[src/hw/x25519_config.svh]
`ifndef X25519_CONFIG_SVH
`define X25519_CONFIG_SVH

// unreduced element width, 255 field bits plus 9 bits of headroom
`define X25519_ELEM_W 264

// low limb width, the high limb takes the rest of the element
`define X25519_LIMB_W 128

// bit position of 2^255, where p and the weak fold split the element
`define X25519_FIELD_BITS 255

// weak reduction passes run for ADD_RED and SUB_RED
`define X25519_RED_PASSES 2

// pass counter width, must hold X25519_RED_PASSES
`define X25519_PASS_CNT_W 2

`endif

[src/hw/x25519_field_pkg.sv]
`default_nettype none

`include "x25519_config.svh"

package x25519_field_pkg;

	// one field element in unreduced form (9 words of 32 bits)
	typedef logic [`X25519_ELEM_W-1:0] felem_t;

	// command opcodes
	// bit 1 selects the weak reduction tail, bit 0 selects subtract
	typedef enum logic [1:0] {
		OP_ADD     = 2'b00, // a+b mod 2^264
		OP_SUB     = 2'b01, // a-b+p mod 2^264
		OP_ADD_RED = 2'b10, // add, then weak reduce
		OP_SUB_RED = 2'b11  // sub, then weak reduce
	} opcode_t;

endpackage

`default_nettype wire

[src/hw/x25519_ctrl_pkg.sv]
`default_nettype none

package x25519_ctrl_pkg;

	// sequencer states
	typedef enum logic [1:0] {
		ST_IDLE   = 2'b00, // waiting for cmd_valid
		ST_ARITH  = 2'b01, // add or sub in flight
		ST_REDUCE = 2'b10, // weak reduction loop running
		ST_DONE   = 2'b11  // result_valid cycle
	} seq_state_t;

	// incoming command, 2 + 264 + 264 bits
	typedef struct packed {
		x25519_field_pkg::opcode_t op; // what to compute
		x25519_field_pkg::felem_t  a;  // first operand
		x25519_field_pkg::felem_t  b;  // second operand
	} field_cmd_t;

	// outgoing result, 2 + 264 bits
	// op is echoed back so the host can pair results with commands
	typedef struct packed {
		x25519_field_pkg::opcode_t op;    // opcode of the command
		x25519_field_pkg::felem_t  value; // computed element
	} field_result_t;

endpackage

`default_nettype wire

[src/hw/x25519_add.sv]
`timescale 1ns/1ns
`default_nettype none

`include "x25519_config.svh"

module x25519_add (
	input  wire                      clk,
	input  wire                      reset,
	input  wire                      en,
	input  wire x25519_field_pkg::felem_t a,
	input  wire x25519_field_pkg::felem_t b,
	output logic                     out_valid,
	output x25519_field_pkg::felem_t out
);

	localparam int LIMB_W = `X25519_LIMB_W;
	localparam int HIGH_W = `X25519_ELEM_W - `X25519_LIMB_W;

	logic [1:0]        valid_sr;  // same two stage latency as the subtractor
	logic [LIMB_W:0]   sum_low;   // low limb plus its carry out
	logic [HIGH_W-1:0] sum_high;  // high limb without the low carry

	assign out_valid = valid_sr[1];

	always_ff @(posedge clk) begin
		if (reset)
			valid_sr <= 2'b00;
		else
			valid_sr <= {valid_sr[0], en};
	end

	always_ff @(posedge clk) begin
		if (en) begin
			sum_low  <= {1'b0, a[LIMB_W-1:0]} + {1'b0, b[LIMB_W-1:0]};
			sum_high <= a[`X25519_ELEM_W-1:LIMB_W] + b[`X25519_ELEM_W-1:LIMB_W];
		end
		if (valid_sr[0])
			out <= {sum_high + {{(HIGH_W-1){1'b0}}, sum_low[LIMB_W]},
				sum_low[LIMB_W-1:0]}; // wraps mod 2^264
	end

endmodule

`default_nettype wire

[src/hw/x25519_sub.sv]
`timescale 1ns/1ns
`default_nettype none

`include "x25519_config.svh"

module x25519_sub (
	input  wire                      clk,
	input  wire                      reset,
	input  wire                      en,
	input  wire x25519_field_pkg::felem_t a,
	input  wire x25519_field_pkg::felem_t b,
	output logic                     out_valid,
	output x25519_field_pkg::felem_t out
);

	localparam int LIMB_W = `X25519_LIMB_W;
	localparam int HIGH_W = `X25519_ELEM_W - `X25519_LIMB_W;  // 136 bits
	localparam int P_HIGH_ONES = `X25519_FIELD_BITS - `X25519_LIMB_W; // ones of p in high limb

	localparam logic [LIMB_W-1:0] P_LOW = ~LIMB_W'(18); // 2^128 - 19
	localparam logic [HIGH_W-1:0] P_HIGH = {{(HIGH_W-P_HIGH_ONES){1'b0}}, {P_HIGH_ONES{1'b1}}};

	logic [1:0]        valid_sr;  // en delayed by one and two cycles
	logic [LIMB_W+1:0] sum_low;   // two carry bits on top, may be 0..2
	logic [HIGH_W-1:0] sum_high;  // wraps mod 2^136

	assign out_valid = valid_sr[1];

	always_ff @(posedge clk) begin
		if (reset)
			valid_sr <= 2'b00;
		else
			valid_sr <= {valid_sr[0], en};
	end

	// a-b+p computed as a + ~b + 1 + p, so nothing in the low limb can go negative
	always_ff @(posedge clk) begin
		if (en) begin
			sum_low <= {2'b00, a[LIMB_W-1:0]} + {2'b00, ~b[LIMB_W-1:0]} +
				{2'b00, P_LOW} + (LIMB_W+2)'(1); // the +1 completes the negation of b
			sum_high <= a[`X25519_ELEM_W-1:LIMB_W] + ~b[`X25519_ELEM_W-1:LIMB_W] + P_HIGH;
		end
		if (valid_sr[0])
			out <= {sum_high + {{(HIGH_W-2){1'b0}}, sum_low[LIMB_W+1:LIMB_W]},
				sum_low[LIMB_W-1:0]}; // carry merge, overflow past 2^264 is dropped
	end

endmodule

`default_nettype wire

[src/hw/x25519_reduce.sv]
`timescale 1ns/1ns
`default_nettype none

`include "x25519_config.svh"

module x25519_reduce (
	input  wire                      clk,
	input  wire                      reset,
	input  wire                      en,
	input  wire x25519_field_pkg::felem_t x,
	output logic                     out_valid,
	output x25519_field_pkg::felem_t out
);

	localparam int FIELD_BITS = `X25519_FIELD_BITS;
	localparam int FOLD_W = `X25519_ELEM_W - `X25519_FIELD_BITS; // 9 bits above 2^255
	localparam int PROD_W = FOLD_W + 5;                           // 19 < 2^5
	localparam int PAD_W = `X25519_ELEM_W - PROD_W;

	logic [FOLD_W-1:0] fold;      // x div 2^255
	logic [PROD_W-1:0] fold_x19;  // 19 * fold

	assign fold = x[`X25519_ELEM_W-1:FIELD_BITS];

	// 19 = 16 + 2 + 1, plain adders keep this out of the multiplier blocks
	assign fold_x19 = {1'b0, fold, 4'b0000} +
		{4'b0000, fold, 1'b0} +
		{5'b00000, fold};

	always_ff @(posedge clk) begin
		if (reset)
			out_valid <= 1'b0;
		else
			out_valid <= en;
	end

	// 2^255 = 19 mod p, so the folded value stays congruent to x
	// result is below 2^255 + 19*511, which still fits easily
	always_ff @(posedge clk) begin
		if (en)
			out <= {{FOLD_W{1'b0}}, x[FIELD_BITS-1:0]} + {{PAD_W{1'b0}}, fold_x19};
	end

endmodule

`default_nettype wire

[src/hw/x25519_pass_counter.sv]
`timescale 1ns/1ns
`default_nettype none

`include "x25519_config.svh"

module x25519_pass_counter (
	input  wire  clk,
	input  wire  reset,
	input  wire  load,
	input  wire  dec,
	output logic last_pass
);

	localparam int CNT_W = `X25519_PASS_CNT_W;
	localparam logic [CNT_W-1:0] PASSES = `X25519_RED_PASSES;

	logic [CNT_W-1:0] count;  // passes still to run, including the one in flight

	// high while the pass now in the reducer is the final one
	assign last_pass = (count == CNT_W'(1));

	always_ff @(posedge clk) begin
		if (reset) begin
			count <= '0;
		end else if (load) begin
			count <= PASSES;             // load wins over dec
		end else if (dec && (count != '0)) begin
			count <= count - CNT_W'(1);  // never wraps below zero
		end
	end

endmodule

`default_nettype wire

[src/hw/x25519_op_sequencer.sv]
`timescale 1ns/1ns
`default_nettype none

module x25519_op_sequencer (
	input  wire                              clk,
	input  wire                              reset,
	input  wire                              cmd_valid,
	input  wire x25519_ctrl_pkg::field_cmd_t cmd,
	output logic                             busy,
	output logic                             cmd_dropped,
	output logic                             add_en,
	output logic                             sub_en,
	output x25519_field_pkg::felem_t         operand_a,
	output x25519_field_pkg::felem_t         operand_b,
	input  wire                              arith_valid,
	input  wire x25519_field_pkg::felem_t    arith_out,
	output logic                             red_en,
	output x25519_field_pkg::felem_t         red_in,
	input  wire                              red_valid,
	input  wire x25519_field_pkg::felem_t    red_out,
	output logic                             cnt_load,
	output logic                             cnt_dec,
	input  wire                              last_pass,
	output logic                             result_valid,
	output x25519_ctrl_pkg::field_result_t   result
);

	x25519_ctrl_pkg::seq_state_t state;
	x25519_ctrl_pkg::field_cmd_t cmd_q;  // command in flight
	logic reducing;                      // _RED opcode latched
	logic arith_done;                    // arithmetic result arrives this cycle
	logic loop_done;                     // final reduce pass arrives this cycle

	assign reducing = (cmd_q.op == x25519_field_pkg::OP_ADD_RED) ||
		(cmd_q.op == x25519_field_pkg::OP_SUB_RED);
	assign arith_done = (state == x25519_ctrl_pkg::ST_ARITH) && arith_valid;
	assign loop_done = (state == x25519_ctrl_pkg::ST_REDUCE) && red_valid && last_pass;

	assign busy = (state != x25519_ctrl_pkg::ST_IDLE);
	assign operand_a = cmd_q.a;
	assign operand_b = cmd_q.b;

	// reduce loop runs back to back, one pass per cycle
	assign red_en = (arith_done && reducing) ||
		((state == x25519_ctrl_pkg::ST_REDUCE) && red_valid && !last_pass);
	assign red_in = (state == x25519_ctrl_pkg::ST_ARITH) ? arith_out : red_out;
	assign cnt_load = arith_done && reducing;  // loop starts
	assign cnt_dec = (state == x25519_ctrl_pkg::ST_REDUCE) && red_valid;

	always_ff @(posedge clk) begin
		if (reset) begin
			state        <= x25519_ctrl_pkg::ST_IDLE;
			add_en       <= 1'b0;
			sub_en       <= 1'b0;
			result_valid <= 1'b0;
			cmd_dropped  <= 1'b0;
		end else begin
			add_en       <= 1'b0;  // strobes default low
			sub_en       <= 1'b0;
			result_valid <= 1'b0;
			cmd_dropped  <= cmd_valid && busy;  // no queue, flag and forget
			case (state)
				x25519_ctrl_pkg::ST_IDLE: begin
					if (cmd_valid) begin
						state  <= x25519_ctrl_pkg::ST_ARITH;
						add_en <= (cmd.op == x25519_field_pkg::OP_ADD) ||
							(cmd.op == x25519_field_pkg::OP_ADD_RED);
						sub_en <= (cmd.op == x25519_field_pkg::OP_SUB) ||
							(cmd.op == x25519_field_pkg::OP_SUB_RED);
					end
				end
				x25519_ctrl_pkg::ST_ARITH: begin
					if (arith_valid) begin
						if (reducing) begin
							state <= x25519_ctrl_pkg::ST_REDUCE;
						end else begin
							state        <= x25519_ctrl_pkg::ST_DONE;
							result_valid <= 1'b1;
						end
					end
				end
				x25519_ctrl_pkg::ST_REDUCE: begin
					if (loop_done) begin
						state        <= x25519_ctrl_pkg::ST_DONE;
						result_valid <= 1'b1;
					end
				end
				default: state <= x25519_ctrl_pkg::ST_IDLE;  // ST_DONE, still busy this cycle
			endcase
		end
	end

	// payload path
	always_ff @(posedge clk) begin
		if ((state == x25519_ctrl_pkg::ST_IDLE) && cmd_valid)
			cmd_q <= cmd;
		if (arith_done && !reducing) begin
			result.op    <= cmd_q.op;
			result.value <= arith_out;
		end else if (loop_done) begin
			result.op    <= cmd_q.op;
			result.value <= red_out;
		end
	end

endmodule

`default_nettype wire

[src/hw/x25519_field_unit.sv]
`timescale 1ns/1ns
`default_nettype none

module x25519_field_unit (
	input  wire                              clk,
	input  wire                              reset,
	input  wire                              cmd_valid,
	input  wire x25519_ctrl_pkg::field_cmd_t cmd,
	output logic                             busy,
	output logic                             cmd_dropped,
	output logic                             result_valid,
	output x25519_ctrl_pkg::field_result_t   result
);

	logic add_en;
	logic sub_en;
	logic add_valid;
	logic sub_valid;
	logic arith_valid;
	logic red_en;
	logic red_valid;
	logic cnt_load;
	logic cnt_dec;
	logic last_pass;
	x25519_field_pkg::felem_t operand_a;
	x25519_field_pkg::felem_t operand_b;
	x25519_field_pkg::felem_t add_out;
	x25519_field_pkg::felem_t sub_out;
	x25519_field_pkg::felem_t arith_out;
	x25519_field_pkg::felem_t red_in;
	x25519_field_pkg::felem_t red_out;

	// only one arithmetic block runs per command
	assign arith_valid = add_valid | sub_valid;
	assign arith_out = add_valid ? add_out : sub_out;  // the valid one wins

	x25519_op_sequencer x25519_op_sequencer_i (
		.clk          (clk),
		.reset        (reset),
		.cmd_valid    (cmd_valid),
		.cmd          (cmd),
		.busy         (busy),
		.cmd_dropped  (cmd_dropped),
		.add_en       (add_en),
		.sub_en       (sub_en),
		.operand_a    (operand_a),
		.operand_b    (operand_b),
		.arith_valid  (arith_valid),
		.arith_out    (arith_out),
		.red_en       (red_en),
		.red_in       (red_in),
		.red_valid    (red_valid),
		.red_out      (red_out),
		.cnt_load     (cnt_load),
		.cnt_dec      (cnt_dec),
		.last_pass    (last_pass),
		.result_valid (result_valid),
		.result       (result)
	);

	x25519_pass_counter x25519_pass_counter_i (
		.clk       (clk),
		.reset     (reset),
		.load      (cnt_load),
		.dec       (cnt_dec),
		.last_pass (last_pass)
	);

	x25519_add x25519_add_i (
		.clk       (clk),
		.reset     (reset),
		.en        (add_en),
		.a         (operand_a),
		.b         (operand_b),
		.out_valid (add_valid),
		.out       (add_out)
	);

	x25519_sub x25519_sub_i (
		.clk       (clk),
		.reset     (reset),
		.en        (sub_en),
		.a         (operand_a),
		.b         (operand_b),
		.out_valid (sub_valid),
		.out       (sub_out)
	);

	x25519_reduce x25519_reduce_i (
		.clk       (clk),
		.reset     (reset),
		.en        (red_en),
		.x         (red_in),
		.out_valid (red_valid),
		.out       (red_out)
	);

endmodule

`default_nettype wire

[config.mk]
export PLATFORM = sky130hd
export DESIGN_NAME = x25519_field_unit
export DESIGN_NICKNAME = d
export VERILOG_FILES = /design/src/hw/x25519_field_pkg.sv /design/src/hw/x25519_ctrl_pkg.sv /design/src/hw/x25519_add.sv /design/src/hw/x25519_sub.sv /design/src/hw/x25519_reduce.sv /design/src/hw/x25519_pass_counter.sv /design/src/hw/x25519_op_sequencer.sv /design/src/hw/x25519_field_unit.sv
export VERILOG_INCLUDE_DIRS = /design/src /design/src/hw
export SDC_FILE = /design/constraint.sdc
export NUM_CORES = 2
export LEC_CHECK = 0
export BUFFER_PORTS_ARGS = -buffer_cell sky130_fd_sc_hd__buf_2
export CAP_MARGIN = 10
export CORE_AREA = 2 2 517 519
export CTS_CLUSTER_SIZE = 14
export DETAILED_ROUTE_END_ITERATION = 7
export DIE_AREA = 0 0 519 521
export GPL_ROUTABILITY_DRIVEN = 1
export GPL_TIMING_DRIVEN = 0
export PLACE_DENSITY_LB_ADDON = 0.05
export RECOVER_POWER = 50
export SLEW_MARGIN = 10
export SYNTH_ARGS = -nofsm -noshare
export SYNTH_HDL_FRONTEND = slang
export SYNTH_HIERARCHICAL = 1
export SYNTH_SLANG_ARGS = --single-unit
[constraint.sdc]
create_clock -name clk -period 18.4 [get_ports clk]
set_input_delay 2.76 -clock clk [delete_from_list [all_inputs] [get_ports clk]]
set_output_delay 2.76 -clock clk [all_outputs]
set_load 0.02 [all_outputs]
==> reports/metrics.csv <==
metric;value;unit
htree depth;4;
CTS max path bufs;4;
CP startpoint;x25519_op_sequencer_i/add_en$_SDFF_PP0_;
Total Routing Usage GR;32.7;%
Nets;14591;
Die H;521;um
Placed Cells;16511;
placed cell areas;141000;sq um
DR vias/cell;5.86;
Place WS;10.83;ns
final setup fails;0;
I/O Buffers;801;
Clk Latency, worst-skew pair;0.93;ns
Row Count;189;
VDD IR max;178;uV
max-slew violations;1170;
dominant synthesized flop cell;edfxtp_1;
#FFs+latches synth;2124;
Leak;56.8;nW
Hold Fails Final Rpt;0;
Critical Path End Type;register;
Finished Core Util;56.1;%
worst-path maximum fanout;50;
Startpoint Class;register;
Netlist cell types;122;
I/O pins;802;
number of cells in the finished layout apart from fillers;16955;
Arr. time, crit path;9.57;ns
final wirelength;455000;um
Worst Hold Class;reg -> reg;
vias in the first global route;97226;
Mapped Area;132000;sq um
Setup CP Type;reg -> reg;
Max-Cap Viols;24;
RR Startpoint;x25519_op_sequencer_i/add_en$_SDFF_PP0_;
final instance area;148000;sq um
fmax;109;MHz
number of gates resized after CTS;0;
setup tns final;0;ns
status;finished with violations;
Hold Crit Start;x25519_add_i/sum_low[18]$_DFFE_PP_;
Worst slew margin;-139;%
initial antenna violation count;32;
P&R area growth vs syn;12.5;%
Post-synth EDFFs;2111;
first-pass GRT wire length;651000;um
Final Skew;0.0740;ns
Post-DP HPWL;371000;um
fraction of layout cells with a size suffix above 1;18.2;%
minimum clock period;9.15;ns
Setup Buffers After CTS;0;
Initial DRC Count;9827;
Post-CTS Hold Fix Bufs;0;
final worst slack;9.25;ns
Initial Util;49.9;%
total CTS buffers;235;
Final period util;49.7;%
worst-margin pin slew;3.59;ns
full die area;270000;sq um
ys async rst share;0;%
post-detailed-route count of antenna-violating nets;0;
CTS sink cnt;2124;
syn avg cell area;10.9;sq um
core area;264000;sq um
GP Congestion;1.01;
CTS tree;built;
failing checks;DRC, capacitance limit, slew limit;
PwrDens;150;nW/um^2
synth warn;6;
largest net degree at the start of global routing;133;
Detailed Routing Iterations Pass 1;8;
total number of vias;99358;
Syn Inst Count;12129;
# DRC;7;
Req. time, crit path;18.82;ns
Clock Root Buffer;clkbuf_16;
die width;519;um
RSZ-0062 raised after global routing;false;
total gr overflow;0;
post-synthesis sequential area ratio;48.3;%
wire length per cell;26.9;um
clock transition at the registers of the reported paths;0.06;ns
through the flow:
step | power, mW | hold slack, ns
after floorplan | 14.1 | 0.400
after global placement | 17.6 | 0.400
after detailed placement | 17.3 | 0.405
after CTS | 22.2 | 0.406
after global routing | 23.5 | 0.416
final | 22.3 | 0.411
layer usage:
layer | vias up | GRT usage, % | share of wire (%) | wire, um
met1 | 48278 | 43.0 | 41 | 188000
met3 | 918 | 3.64 | 6.3 | 28700
met2 | 4263 | 52.4 | 46 | 208000
li1 | 45897 | - | - | -
met5 | - | 0 | 0.0029 | 13
met4 | 2 | 19.0 | 6.8 | 31000
critical path, stage by stage (launching register included):
cell      delay, ns
dfxtp_1        0.92
clkbuf_1       2.49
clkbuf_1       2.34
clkbuf_1       2.65
state kept, by name, indices dropped and copies added, names as in the netlist, 129 cells and up:
signal,count
x25519_add_i/out,264
x25519_add_i/sum_high,136
x25519_add_i/sum_low,129
x25519_op_sequencer_i/operand_a,264
x25519_op_sequencer_i/operand_b,264
x25519_op_sequencer_i/result,266
x25519_reduce_i/out,256
x25519_sub_i/out,264
x25519_sub_i/sum_high,136
x25519_sub_i/sum_low,130
cells by family after synthesis:
family                   synth area share, %
multiplexers                            6.78
AND/OR/NAND/NOR                         11.9
other                                0.00284
adder cells (fa/ha/maj)                 8.10
AO/OA/AOI/OAI                           10.8
buffers and inverters                   7.42
XOR/XNOR                                6.80
flip-flops                              48.3
placed cells by master (no fill, tap or decap), types with 38 or more instances in the layout:
cell and count:
nor4_1 85, clkinv_2 50, a21o_1 236, a211oi_1 42, clkbuf_1 387, clkinv_1 42, nand2_1 885, a21boi_0 41
or3_1 38, mux2_2 550, buf_2 795, edfxtp_1 2111, o21ai_0 472, nor2_1 635, nor2b_1 45, and3_1 128
and4_1 63, nand2b_1 49, nand3_1 337, and2_1 48, mux2_1 242, ha_1 822, o21a_1 62, nand4_1 425
a21oi_1 877, a31oi_1 63, o21bai_1 190, inv_1 1044, xor2_1 356, clkbuf_16 235, nor3_1 220, xnor2_1 668
buf_4 533
power by group:
part | switching (mW) | total (mW) | internal (mW)
combinational | 7.02 | 10.7 | 3.70
clock | 2.04 | 4.78 | 2.73
sequential | 0.256 | 6.79 | 6.53
path summary, 6_finish.rpt:
path	endpoint	slack [ns]	depth (start not counted)
worst max-delay path	x25519_add_i/sum_low[27]$_DFFE_PP_	9.25	3
worst min-delay path	x25519_add_i/out[18]$_DFFE_PP_	0.41	0
worst max register to register	x25519_add_i/sum_low[27]$_DFFE_PP_	9.25	3
worst min register to register	x25519_add_i/out[18]$_DFFE_PP_	0.41	0
cell type report:
| class | count | area, sq um |
|---|---|---|
| fill | 22965 | 116000 |
| sequential | 2124 | 63700 |
| multi-input combinational | 8077 | 58500 |
| clock buffer | 271 | 6030 |
| buffer | 890 | 5630 |
| tap | 3533 | 4420 |
| timing repair buffer | 843 | 4410 |
| inverter | 1045 | 3920 |
| clock inverter | 160 | 1710 |
| antenna | 12 | 30.0 |
synth_stat cells (86+ instances only):
| master | count | area share, % |
|---|---|---|
| and3_1 | 128 | 0.61 |
| a21oi_1 | 877 | 3.3 |
| buf_4 | 539 | 3.1 |
| nand3_1 | 337 | 1.3 |
| o21bai_1 | 190 | 1.1 |
| xnor2_1 | 668 | 4.4 |
| nand4_1 | 425 | 2.0 |
| nor4_1 | 86 | 0.41 |
| o21ai_0 | 474 | 1.8 |
| nand2_1 | 886 | 2.5 |
| nor3_1 | 221 | 0.84 |
| clkbuf_1 | 240 | 0.68 |
| mux2_1 | 238 | 2.0 |
| a21o_1 | 236 | 1.3 |
| mux2_2 | 554 | 4.7 |
| ha_1 | 822 | 7.8 |
| inv_1 | 1045 | 3.0 |
| nor2_1 | 633 | 1.8 |
| edfxtp_1 | 2111 | 48 |
| xor2_1 | 356 | 2.4 |
No activity file was read; power rests on OpenSTA's default activity.
